[src/design/fp_addsub_pkg.sv]
// FP add/sub shared definitions
// Format widths, opcode and step enums, datapath structs

`default_nettype none

package fp_addsub_pkg;

    // --------------------------------------
    // Single-precision format
    // --------------------------------------
    localparam int EXP_W    = 8;
    localparam int FRAC_W   = 23;
    // Hidden one plus stored fraction
    localparam int MANT_W   = 24;
    // Guard bits below the mantissa, kept through align and add
    localparam int GUARD_W  = 24;
    localparam int EXT_W    = MANT_W + GUARD_W;
    // Last leading-one position checked, counted down from the carry bit
    localparam int NORM_MAX = 25;
    // Largest finite biased exponent
    localparam int EXP_MAX  = 254;

    // --------------------------------------
    // Opcodes and controller steps
    // --------------------------------------
    typedef enum logic {
        FP_OP_SUB = 1'b0,
        FP_OP_ADD = 1'b1
    } fp_op_e;

    typedef enum logic [3:0] {
        ST_IDLE      = 4'd0,
        ST_UNPACK    = 4'd1,
        ST_EXPDIFF   = 4'd2,
        ST_ALIGN     = 4'd3,
        ST_SIGNED    = 4'd4,
        ST_ADD       = 4'd5,
        ST_MAGNITUDE = 4'd6,
        ST_SEARCH    = 4'd7,
        ST_SHIFT     = 4'd8,
        ST_PACK      = 4'd9
    } fp_step_e;

    // --------------------------------------
    // Datapath structs
    // --------------------------------------
    // Request, two 32-bit operands
    typedef struct packed {
        fp_op_e                  op;
        logic [EXP_W+FRAC_W:0]   a;
        logic [EXP_W+FRAC_W:0]   b;
    } fp_req_t;

    typedef struct packed {
        logic                    overflow;
        logic                    zero;
        logic [EXP_W+FRAC_W:0]   result;
    } fp_rsp_t;

    // Exponent is the larger of the two after alignment
    typedef struct packed {
        logic                    sign_a;
        logic                    sign_b;
        logic [EXP_W-1:0]        exponent;
        logic [EXT_W-1:0]        mant_a;
        logic [EXT_W-1:0]        mant_b;
    } fp_aligned_t;

    // Magnitude has one carry bit above the extended mantissa
    typedef struct packed {
        logic                    sign;
        logic [EXP_W+1:0]        exponent;
        logic [EXT_W:0]          magnitude;
    } fp_sum_t;

endpackage

`default_nettype wire
[src/design/fp_addsub_top.sv]
// FP add/sub top level
// Controller plus align, add, normalize and pack stages

`timescale 1ns/1ps
`default_nettype none

module fp_addsub_top (
    input  wire                       clk_sys,
    input  wire                       rst_sys_n,
    input  wire                       start,
    input  wire fp_addsub_pkg::fp_req_t req,
    output logic                      busy,
    output logic                      done,
    output fp_addsub_pkg::fp_rsp_t    rsp
);

    import fp_addsub_pkg::*;

    // Step broadcast and search feedback
    fp_step_e    step;
    logic        lead_found;

    // Stage to stage data
    fp_aligned_t aligned;
    fp_op_e      op;
    fp_sum_t     sum;
    fp_sum_t     norm;

    fp_addsub_ctrl u_ctrl (
        .clk_sys    (clk_sys),
        .rst_sys_n  (rst_sys_n),
        .start      (start),
        .lead_found (lead_found),
        .step       (step),
        .busy       (busy),
        .done       (done)
    );

    fp_align u_align (
        .clk_sys   (clk_sys),
        .rst_sys_n (rst_sys_n),
        .step      (step),
        .req       (req),
        .aligned   (aligned),
        .op        (op)
    );

    fp_mant_add u_mant_add (
        .clk_sys   (clk_sys),
        .rst_sys_n (rst_sys_n),
        .step      (step),
        .aligned   (aligned),
        .op        (op),
        .sum       (sum)
    );

    fp_normalize u_normalize (
        .clk_sys    (clk_sys),
        .rst_sys_n  (rst_sys_n),
        .step       (step),
        .sum        (sum),
        .norm       (norm),
        .lead_found (lead_found)
    );

    fp_pack u_pack (
        .clk_sys   (clk_sys),
        .rst_sys_n (rst_sys_n),
        .step      (step),
        .norm      (norm),
        .rsp       (rsp)
    );

endmodule

`default_nettype wire

[src/design/fp_addsub_ctrl.sv]
// FP add/sub step sequencer
// Walks the datapath steps, holds in search until the leading one shows up

`timescale 1ns/1ps
`default_nettype none

module fp_addsub_ctrl (
    input  wire                       clk_sys,
    input  wire                       rst_sys_n,
    input  wire                       start,
    input  wire                       lead_found,
    output fp_addsub_pkg::fp_step_e   step,
    output logic                      busy,
    output logic                      done
);

    import fp_addsub_pkg::*;

    fp_step_e step_nxt;

    // --------------------------------------
    // Next step
    // --------------------------------------
    always_comb begin
        step_nxt = step;
        case (step)
            ST_IDLE: begin
                // start only seen here, so a start while busy is dropped
                if (start) begin
                    step_nxt = ST_UNPACK;
                end
            end
            ST_UNPACK:    step_nxt = ST_EXPDIFF;
            ST_EXPDIFF:   step_nxt = ST_ALIGN;
            ST_ALIGN:     step_nxt = ST_SIGNED;
            ST_SIGNED:    step_nxt = ST_ADD;
            ST_ADD:       step_nxt = ST_MAGNITUDE;
            ST_MAGNITUDE: step_nxt = ST_SEARCH;
            ST_SEARCH: begin
                // One bit checked per cycle
                if (lead_found) begin
                    step_nxt = ST_SHIFT;
                end
            end
            ST_SHIFT:     step_nxt = ST_PACK;
            ST_PACK:      step_nxt = ST_IDLE;
            default:      step_nxt = ST_IDLE;
        endcase
    end

    // --------------------------------------
    // Step, busy and done registers
    // --------------------------------------
    always_ff @(posedge clk_sys or negedge rst_sys_n) begin
        if (!rst_sys_n) begin
            step <= ST_IDLE;
            busy <= 1'b0;
            done <= 1'b0;
        end else begin
            step <= step_nxt;
            // Busy drops on the same edge that raises done
            busy <= (step_nxt != ST_IDLE);
            // Pulse in the cycle after pack
            done <= (step == ST_PACK);
        end
    end

endmodule

`default_nettype wire

[src/design/fp_pack.sv]
// FP result packer
// Zero and overflow detection, truncated fraction, registered response

`timescale 1ns/1ps
`default_nettype none

module fp_pack (
    input  wire                         clk_sys,
    input  wire                         rst_sys_n,
    input  wire fp_addsub_pkg::fp_step_e step,
    input  wire fp_addsub_pkg::fp_sum_t  norm,
    output fp_addsub_pkg::fp_rsp_t      rsp
);

    import fp_addsub_pkg::*;

    // Leading one sits at the top after normalize
    logic [MANT_W-1:0] mant;

    assign mant = norm.magnitude[EXT_W-1 -: MANT_W];

    // Response held from one done to the next
    always_ff @(posedge clk_sys or negedge rst_sys_n) begin
        if (!rst_sys_n) begin
            rsp <= '0;
        end else if (step == ST_PACK) begin
            if (mant == '0) begin
                // Exact cancel or zero inputs give +0
                rsp.overflow <= 1'b0;
                rsp.zero     <= 1'b1;
                rsp.result   <= '0;
            end else if (norm.exponent > EXP_MAX) begin
                // Signed infinity
                rsp.overflow <= 1'b1;
                rsp.zero     <= 1'b0;
                rsp.result   <= {norm.sign, {EXP_W{1'b1}}, {FRAC_W{1'b0}}};
            end else begin
                // Guard bits dropped, no rounding
                rsp.overflow <= 1'b0;
                rsp.zero     <= 1'b0;
                rsp.result   <= {norm.sign, norm.exponent[EXP_W-1:0], mant[FRAC_W-1:0]};
            end
        end
    end

endmodule

`default_nettype wire

[src/design/fp_normalize.sv]
// FP normalizer
// Bit-serial leading-one search from the carry bit, then a single shift

`timescale 1ns/1ps
`default_nettype none

module fp_normalize (
    input  wire                         clk_sys,
    input  wire                         rst_sys_n,
    input  wire fp_addsub_pkg::fp_step_e step,
    input  wire fp_addsub_pkg::fp_sum_t  sum,
    output fp_addsub_pkg::fp_sum_t      norm,
    output logic                        lead_found
);

    import fp_addsub_pkg::*;

    // Distance from the carry bit, 0 to NORM_MAX
    logic [4:0] cnt;
    logic [5:0] lead_idx;
    // Left shift that moves the leading one to the hidden-one slot
    logic [4:0] shl;

    assign lead_idx   = 6'(EXT_W) - {1'b0, cnt};
    assign shl        = cnt - 5'd1;
    // Stop on the first one, or give up at the last position
    assign lead_found = (cnt == 5'(NORM_MAX)) || sum.magnitude[lead_idx];

    // --------------------------------------
    // Search counter
    // --------------------------------------
    always_ff @(posedge clk_sys or negedge rst_sys_n) begin
        if (!rst_sys_n) begin
            cnt <= '0;
        end else if (step == ST_MAGNITUDE) begin
            // Restart at the carry bit for each operation
            cnt <= '0;
        end else if (step == ST_SEARCH && !lead_found) begin
            cnt <= cnt + 5'd1;
        end
    end

    // --------------------------------------
    // Shift and exponent fix-up
    // --------------------------------------
    always_ff @(posedge clk_sys) begin
        if (step == ST_SHIFT) begin
            norm.sign <= sum.sign;
            if (sum.magnitude[EXT_W]) begin
                // Carry out of the add
                norm.magnitude <= sum.magnitude >> 1;
                norm.exponent  <= sum.exponent + 10'd1;
            end else if (sum.magnitude[lead_idx]) begin
                norm.magnitude <= sum.magnitude << shl;
                norm.exponent  <= sum.exponent - {5'd0, shl};
            end else begin
                // Nothing found, result is zero
                norm.magnitude <= sum.magnitude;
                norm.exponent  <= '0;
            end
        end
    end

endmodule

`default_nettype wire

[src/design/fp_mant_add.sv]
// FP mantissa adder
// Two's complement add or subtract, then sign and magnitude split

`timescale 1ns/1ps
`default_nettype none

module fp_mant_add (
    input  wire                             clk_sys,
    input  wire                             rst_sys_n,
    input  wire fp_addsub_pkg::fp_step_e     step,
    input  wire fp_addsub_pkg::fp_aligned_t  aligned,
    input  wire fp_addsub_pkg::fp_op_e       op,
    output fp_addsub_pkg::fp_sum_t          sum
);

    import fp_addsub_pkg::*;

    // Sign bit plus carry bit above the extended mantissa
    logic [EXT_W+1:0] signed_a;
    logic [EXT_W+1:0] signed_b;
    logic [EXT_W+1:0] total;
    logic [EXT_W+1:0] neg_total;

    // Negate when the sign is set
    function automatic logic [EXT_W+1:0] to_signed(input logic s, input logic [EXT_W-1:0] m);
        logic [EXT_W+1:0] wide;
        wide = {2'b00, m};
        return s ? -wide : wide;
    endfunction

    assign neg_total = -total;

    // --------------------------------------
    // Signed forms and raw sum
    // --------------------------------------
    always_ff @(posedge clk_sys) begin
        if (step == ST_SIGNED) begin
            signed_a <= to_signed(aligned.sign_a, aligned.mant_a);
            signed_b <= to_signed(aligned.sign_b, aligned.mant_b);
        end
        if (step == ST_ADD) begin
            total <= (op == FP_OP_ADD) ? signed_a + signed_b : signed_a - signed_b;
        end
    end

    // Sign and magnitude, exponent carried along
    always_ff @(posedge clk_sys or negedge rst_sys_n) begin
        if (!rst_sys_n) begin
            sum <= '0;
        end else if (step == ST_MAGNITUDE) begin
            sum.sign      <= total[EXT_W+1];
            sum.exponent  <= {2'b00, aligned.exponent};
            sum.magnitude <= total[EXT_W+1] ? neg_total[EXT_W:0] : total[EXT_W:0];
        end
    end

endmodule

`default_nettype wire

[src/design/fp_align.sv]
// FP operand unpack and exponent alignment
// Adds the hidden one and guard bits, shifts the smaller operand right

`timescale 1ns/1ps
`default_nettype none

module fp_align (
    input  wire                         clk_sys,
    input  wire                         rst_sys_n,
    input  wire fp_addsub_pkg::fp_step_e step,
    input  wire fp_addsub_pkg::fp_req_t  req,
    output fp_addsub_pkg::fp_aligned_t  aligned,
    output fp_addsub_pkg::fp_op_e       op
);

    import fp_addsub_pkg::*;

    fp_req_t          req_q;
    logic [EXP_W-1:0] exp_a;
    logic [EXP_W-1:0] exp_b;
    logic [EXP_W:0]   exp_diff;
    logic             a_smaller;
    logic [EXP_W-1:0] shift_amt;

    // Zero operand gives zero mantissa, else hidden one and guard zeros
    function automatic logic [EXT_W-1:0] unpack_mant(input logic [EXP_W+FRAC_W:0] x);
        if (x[EXP_W+FRAC_W-1:0] == '0) begin
            return '0;
        end
        return {1'b1, x[FRAC_W-1:0], {GUARD_W{1'b0}}};
    endfunction

    // Signed difference, sign bit on top
    assign exp_diff = {1'b0, exp_a} - {1'b0, exp_b};

    // Request latch open while idle, so the start edge captures it
    always_ff @(posedge clk_sys) begin
        if (step == ST_IDLE) begin
            req_q <= req;
        end
    end

    // --------------------------------------
    // Shift control and opcode
    // --------------------------------------
    always_ff @(posedge clk_sys or negedge rst_sys_n) begin
        if (!rst_sys_n) begin
            op        <= FP_OP_ADD;
            a_smaller <= 1'b0;
            shift_amt <= '0;
        end else begin
            if (step == ST_UNPACK) begin
                op <= req_q.op;
            end
            if (step == ST_EXPDIFF) begin
                a_smaller <= exp_diff[EXP_W];
                // Absolute value of the difference
                shift_amt <= exp_diff[EXP_W] ? -exp_diff[EXP_W-1:0] : exp_diff[EXP_W-1:0];
            end
        end
    end

    // --------------------------------------
    // Unpack, then align in place
    // --------------------------------------
    always_ff @(posedge clk_sys) begin
        case (step)
            ST_UNPACK: begin
                aligned.sign_a <= req_q.a[EXP_W+FRAC_W];
                aligned.sign_b <= req_q.b[EXP_W+FRAC_W];
                aligned.mant_a <= unpack_mant(req_q.a);
                aligned.mant_b <= unpack_mant(req_q.b);
                exp_a          <= req_q.a[FRAC_W +: EXP_W];
                exp_b          <= req_q.b[FRAC_W +: EXP_W];
            end
            ST_ALIGN: begin
                // Smaller one shifts, larger exponent kept
                if (a_smaller) begin
                    aligned.mant_a   <= aligned.mant_a >> shift_amt;
                    aligned.exponent <= exp_b;
                end else begin
                    aligned.mant_b   <= aligned.mant_b >> shift_amt;
                    aligned.exponent <= exp_a;
                end
            end
            default: begin
            end
        endcase
    end

endmodule

`default_nettype wire

[config.mk]
export PLATFORM = sky130hd
export DESIGN_NAME = fp_addsub_top
export DESIGN_NICKNAME = d
export VERILOG_FILES = /design/src/design/fp_addsub_pkg.sv /design/src/design/fp_addsub_top.sv /design/src/design/fp_addsub_ctrl.sv /design/src/design/fp_pack.sv /design/src/design/fp_normalize.sv /design/src/design/fp_mant_add.sv /design/src/design/fp_align.sv
export SDC_FILE = /design/constraint.sdc
export NUM_CORES = 2
export LEC_CHECK = 0
export ABC_AREA = 1
export BUFFER_PORTS_ARGS = -buffer_cell sky130_fd_sc_hd__buf_2
export CAP_MARGIN = 20
export CORE_ASPECT_RATIO = 0.75
export CORE_UTILIZATION = 45
export CTS_CLUSTER_DIAMETER = 60
export DETAILED_ROUTE_END_ITERATION = 7
export PLACE_DENSITY_LB_ADDON = 0.05
export SLEW_MARGIN = 20
export SYNTH_ARGS = -nofsm -noshare
export SYNTH_HDL_FRONTEND = slang
export SYNTH_SLANG_ARGS = --single-unit
[constraint.sdc]
create_clock -name clk_sys -period 6.6 [get_ports clk_sys]
set_clock_uncertainty 0.05 [all_clocks]
set_input_delay 0.33 -clock clk_sys [delete_from_list [all_inputs] [get_ports clk_sys]]
set_output_delay 0.33 -clock clk_sys [all_outputs]
set_load 0.02 [all_outputs]
==> impl_metrics.tcl <==
set metrics [dict create \
    startpoint_type "flip-flop" \
    gr-total-overflow 0 \
    maxCapViolCount 0 \
    initial_core_util_pct 45.9 \
    synth_seq_area_share_pct 40.2 \
    tightest_slew_ns 1.01 \
    ys_warn_count 0 \
    stdcell_area_mm2 0.0386 \
    grt_max_degree 116 \
    avgSynthCellArea_um2 7.29 \
    crit_fanout 37 \
    die_h_um 243 \
    n_antenna_cell 0 \
    synth_fp_nets 4917 \
    met2_usage_pct 46.5 \
    routedWlPerCell_um 21.0 \
    fin_ws_ns 2.00 \
    dpl_cell_area_mm2 0.0360 \
    cts_setup_buffers 0 \
    drt_wl_total_mm 124 \
    fin_nets 4958 \
    async_reset_ff_share_pct 23.3 \
    rows 87 \
    status "finished, final reports clean" \
    synth_edf_count 372 \
    fin_crit_ns 4.60 \
    grt_pass1_wl_mm 186 \
    firstDrtPassIters 6 \
    met1_usage_pct 45.3 \
    relSlewSlack_pct 32.9 \
    synthesis.area_mm2 0.0348 \
    antenna_left 0 \
    synth_top_cell_area_share_pct 32.1 \
    postLayoutCoreUtil_pct 50.9 \
    ios 104 \
    coreArea_mm2 0.0759 \
    required_ns 6.91 \
    synth_cells 4774 \
    dieArea_mm2 0.0785 \
    yosysUniqueCellTypes 66 \
    rsz0062_at_grt "false" \
    hold_class "input port to async pin" \
    preCtsSetupSlack_ns 2.16 \
    cts_tree "yes" \
    syn_to_final_growth_pct 10.8 \
    hold_viol_final 0 \
    clkTransAtPathRegs_ns 0.06 \
    track_usage_pct 31.1 \
    arrival_ns 4.91 \
    setup_tns_ns 0 \
    clockRootBuffer "clkbuf_16" \
    clock_path_buffers 3 \
    final_max_slew_viol_count 0 \
    grt_antenna_before_repair 3 \
    worstSetupPathType "flip-flop to flip-flop" \
    grt_pass1_vias 30300 \
    num-fill-cells 7682 \
    yosysTopAreaCell "edfxtp_1" \
    layout-drive-gt1-share_pct 6.36 \
    synth_ff_type "edfxtp_1" \
    drc_errors 0 \
    ys_top_cells_by_area "edfxtp_1 32%, nand2_1 15%, dfrtp_1 8.1%" \
    grt.busiest_layer "met2" \
    num_vias 33400 \
    setup_viol 0 \
    cts_buffers 56 \
    gp_congestion 1.01 \
    dieWidth_um 323 \
    use_met3_pct 4.73 \
    clock_sinks 485 \
    max_freq_mhz 218 \
    port_buffers 103 \
    hpwl_mm 95.0 \
    ys_seq_elements 485 \
    clk_latency_ns 0.64 \
    via_per_inst 5.67 \
    htreeDepth 2 \
    fin_crit_sh_pct 69.7 \
    cts_resized 0 \
    cp-end-kind "flip-flop" \
    first_iter_violations 3986 \
]
through the flow:
stage | hold slack, ns | instances
6_report | 0.294 | 5884
5_1_grt | 0.355 | 5884
4_1_cts | 0.311 | 5884
3_5_place_dp | 0.356 | 5713
3_3_place_gp | 0.356 | 5713
2_1_floorplan | -0.0156 | 4774
per-layer routing:
layer,share of wire (%),vias up
met5,0.0081,-
met4,3.7,2
met3,7.7,200
met2,43,1342
met1,46,15700
li1,-,16100
path summary, 6_finish.rpt:
| check | start | cells after the start | slack (ns) | to |
|---|---|---|---|---|
| worst max-delay path | u_align.op$_DFFE_PN1P_ | 17 | 2.00 | u_mant_add.total[43]$_DFFE_PN_ |
| worst min-delay path | rst_sys_n | 2 | 0.29 | u_pack.rsp[10]$_DFFE_PN0P_ |
| worst max register to register | u_align.op$_DFFE_PN1P_ | 17 | 2.00 | u_mant_add.total[43]$_DFFE_PN_ |
| worst min register to register | u_align.req_q[31]$_DFFE_PP_ | 0 | 0.37 | u_align.aligned[104]$_DFFE_PP_ |
| max in group asynchronous | rst_sys_n | 3 | 4.87 | u_align.shift_amt[0]$_DFFE_PN0P_ |
| min in group clk_sys | req[14] | 2 | 0.36 | u_align.req_q[14]$_DFFE_PP_ |
kinds of logic (layout without fill, tap and decap cells):
kind of cell / Yosys count / count (layout) / synth area share (%)
simple gates: 2464 / 2464 / 29.8
compound gates: 838 / 838 / 13.2
buf+inv: 653 / 740 / 7.44
flops: 485 / 485 / 40.2
xor+xnor: 237 / 237 / 6.04
fa+ha+maj: 75 / 75 / 2.76
mux: 22 / 22 / 0.633
placed cells by master (no fill, tap or decap), types with 58 or more instances in the layout:
| master | n |
|---|---|
| nand2_1 | 1350 |
| nor2_1 | 437 |
| nand3_1 | 431 |
| inv_1 | 408 |
| edfxtp_1 | 372 |
| o21ai_0 | 359 |
| xor2_1 | 180 |
| a21oi_1 | 170 |
| o21ai_1 | 125 |
| dfrtp_1 | 107 |
| buf_2 | 102 |
| ha_1 | 72 |
| nor3_1 | 69 |
| dlygate4sd3_1 | 67 |
| nand4_1 | 59 |
| clkbuf_16 | 58 |
what timing repair did:
item | 4_1_cts | 5_1_grt
hold endpoints to repair | 130 | 0
setup endpoints to repair | 0 | 0
hold buffers | 67 | 0
layout make-up:
class / count / area, µm² / share of cell area (%)
Inverter: 430 / 1620 / 4.19
Sequential cell: 485 / 14000 / 36.3
Clock buffer: 69 / 1530 / 3.97
Timing Repair Buffer: 206 / 1470 / 3.81
Tap cell: 1023 / 1280 / 3.32
Clock inverter: 35 / 387 / 1.00
Multi-Input combinational cell: 3636 / 18300 / 47.4
flip-flops by register name, indices dropped and copies added (netlist names):
name,count
u_align.a_smaller,1
u_ctrl.step,4
u_align.exp_b,8
u_align.req_q,65
u_align.shift_amt,8
u_pack.rsp,34
u_ctrl.busy,1
u_mant_add.signed_a,50
u_mant_add.sum,58
u_normalize.cnt,5
u_align.op,1
u_mant_add.total,50
u_normalize.norm,35
u_align.aligned,106
u_align.exp_a,8
u_mant_add.signed_b,50
u_ctrl.done,1
cells in the mapped netlist (70+ instances only):
cell type and count:
nor2_1 442, o21ai_0 361, dfrtp_1 112, nor3_1 70, clkbuf_1 116, o21ai_1 125
edfxtp_1 372, a21oi_1 170, xor2_1 180, nand2_1 1351, inv_1 411, ha_1 72
nand3_1 431
critical path: stages (launching register included):
cell and delay (ns):
dfstp_2 0.74, clkinv_1 0.84, o21ai_2 0.35, nand2_1 0.14, nor2_2 0.21, inv_1 0.08
o21bai_1 0.13, nand2_1 0.09, ha_1 0.48, nand2_1 0.17, nor2_1 0.14, inv_1 0.10
nor2_1 0.11, inv_1 0.06, nor4_1 0.30, nand3_1 0.13, nand3_1 0.13, xor2_1 0.07
Power is left out: the tool's default activity adds up to more than one toggle a clock period on the data nets, which glitch-free logic cannot reach.
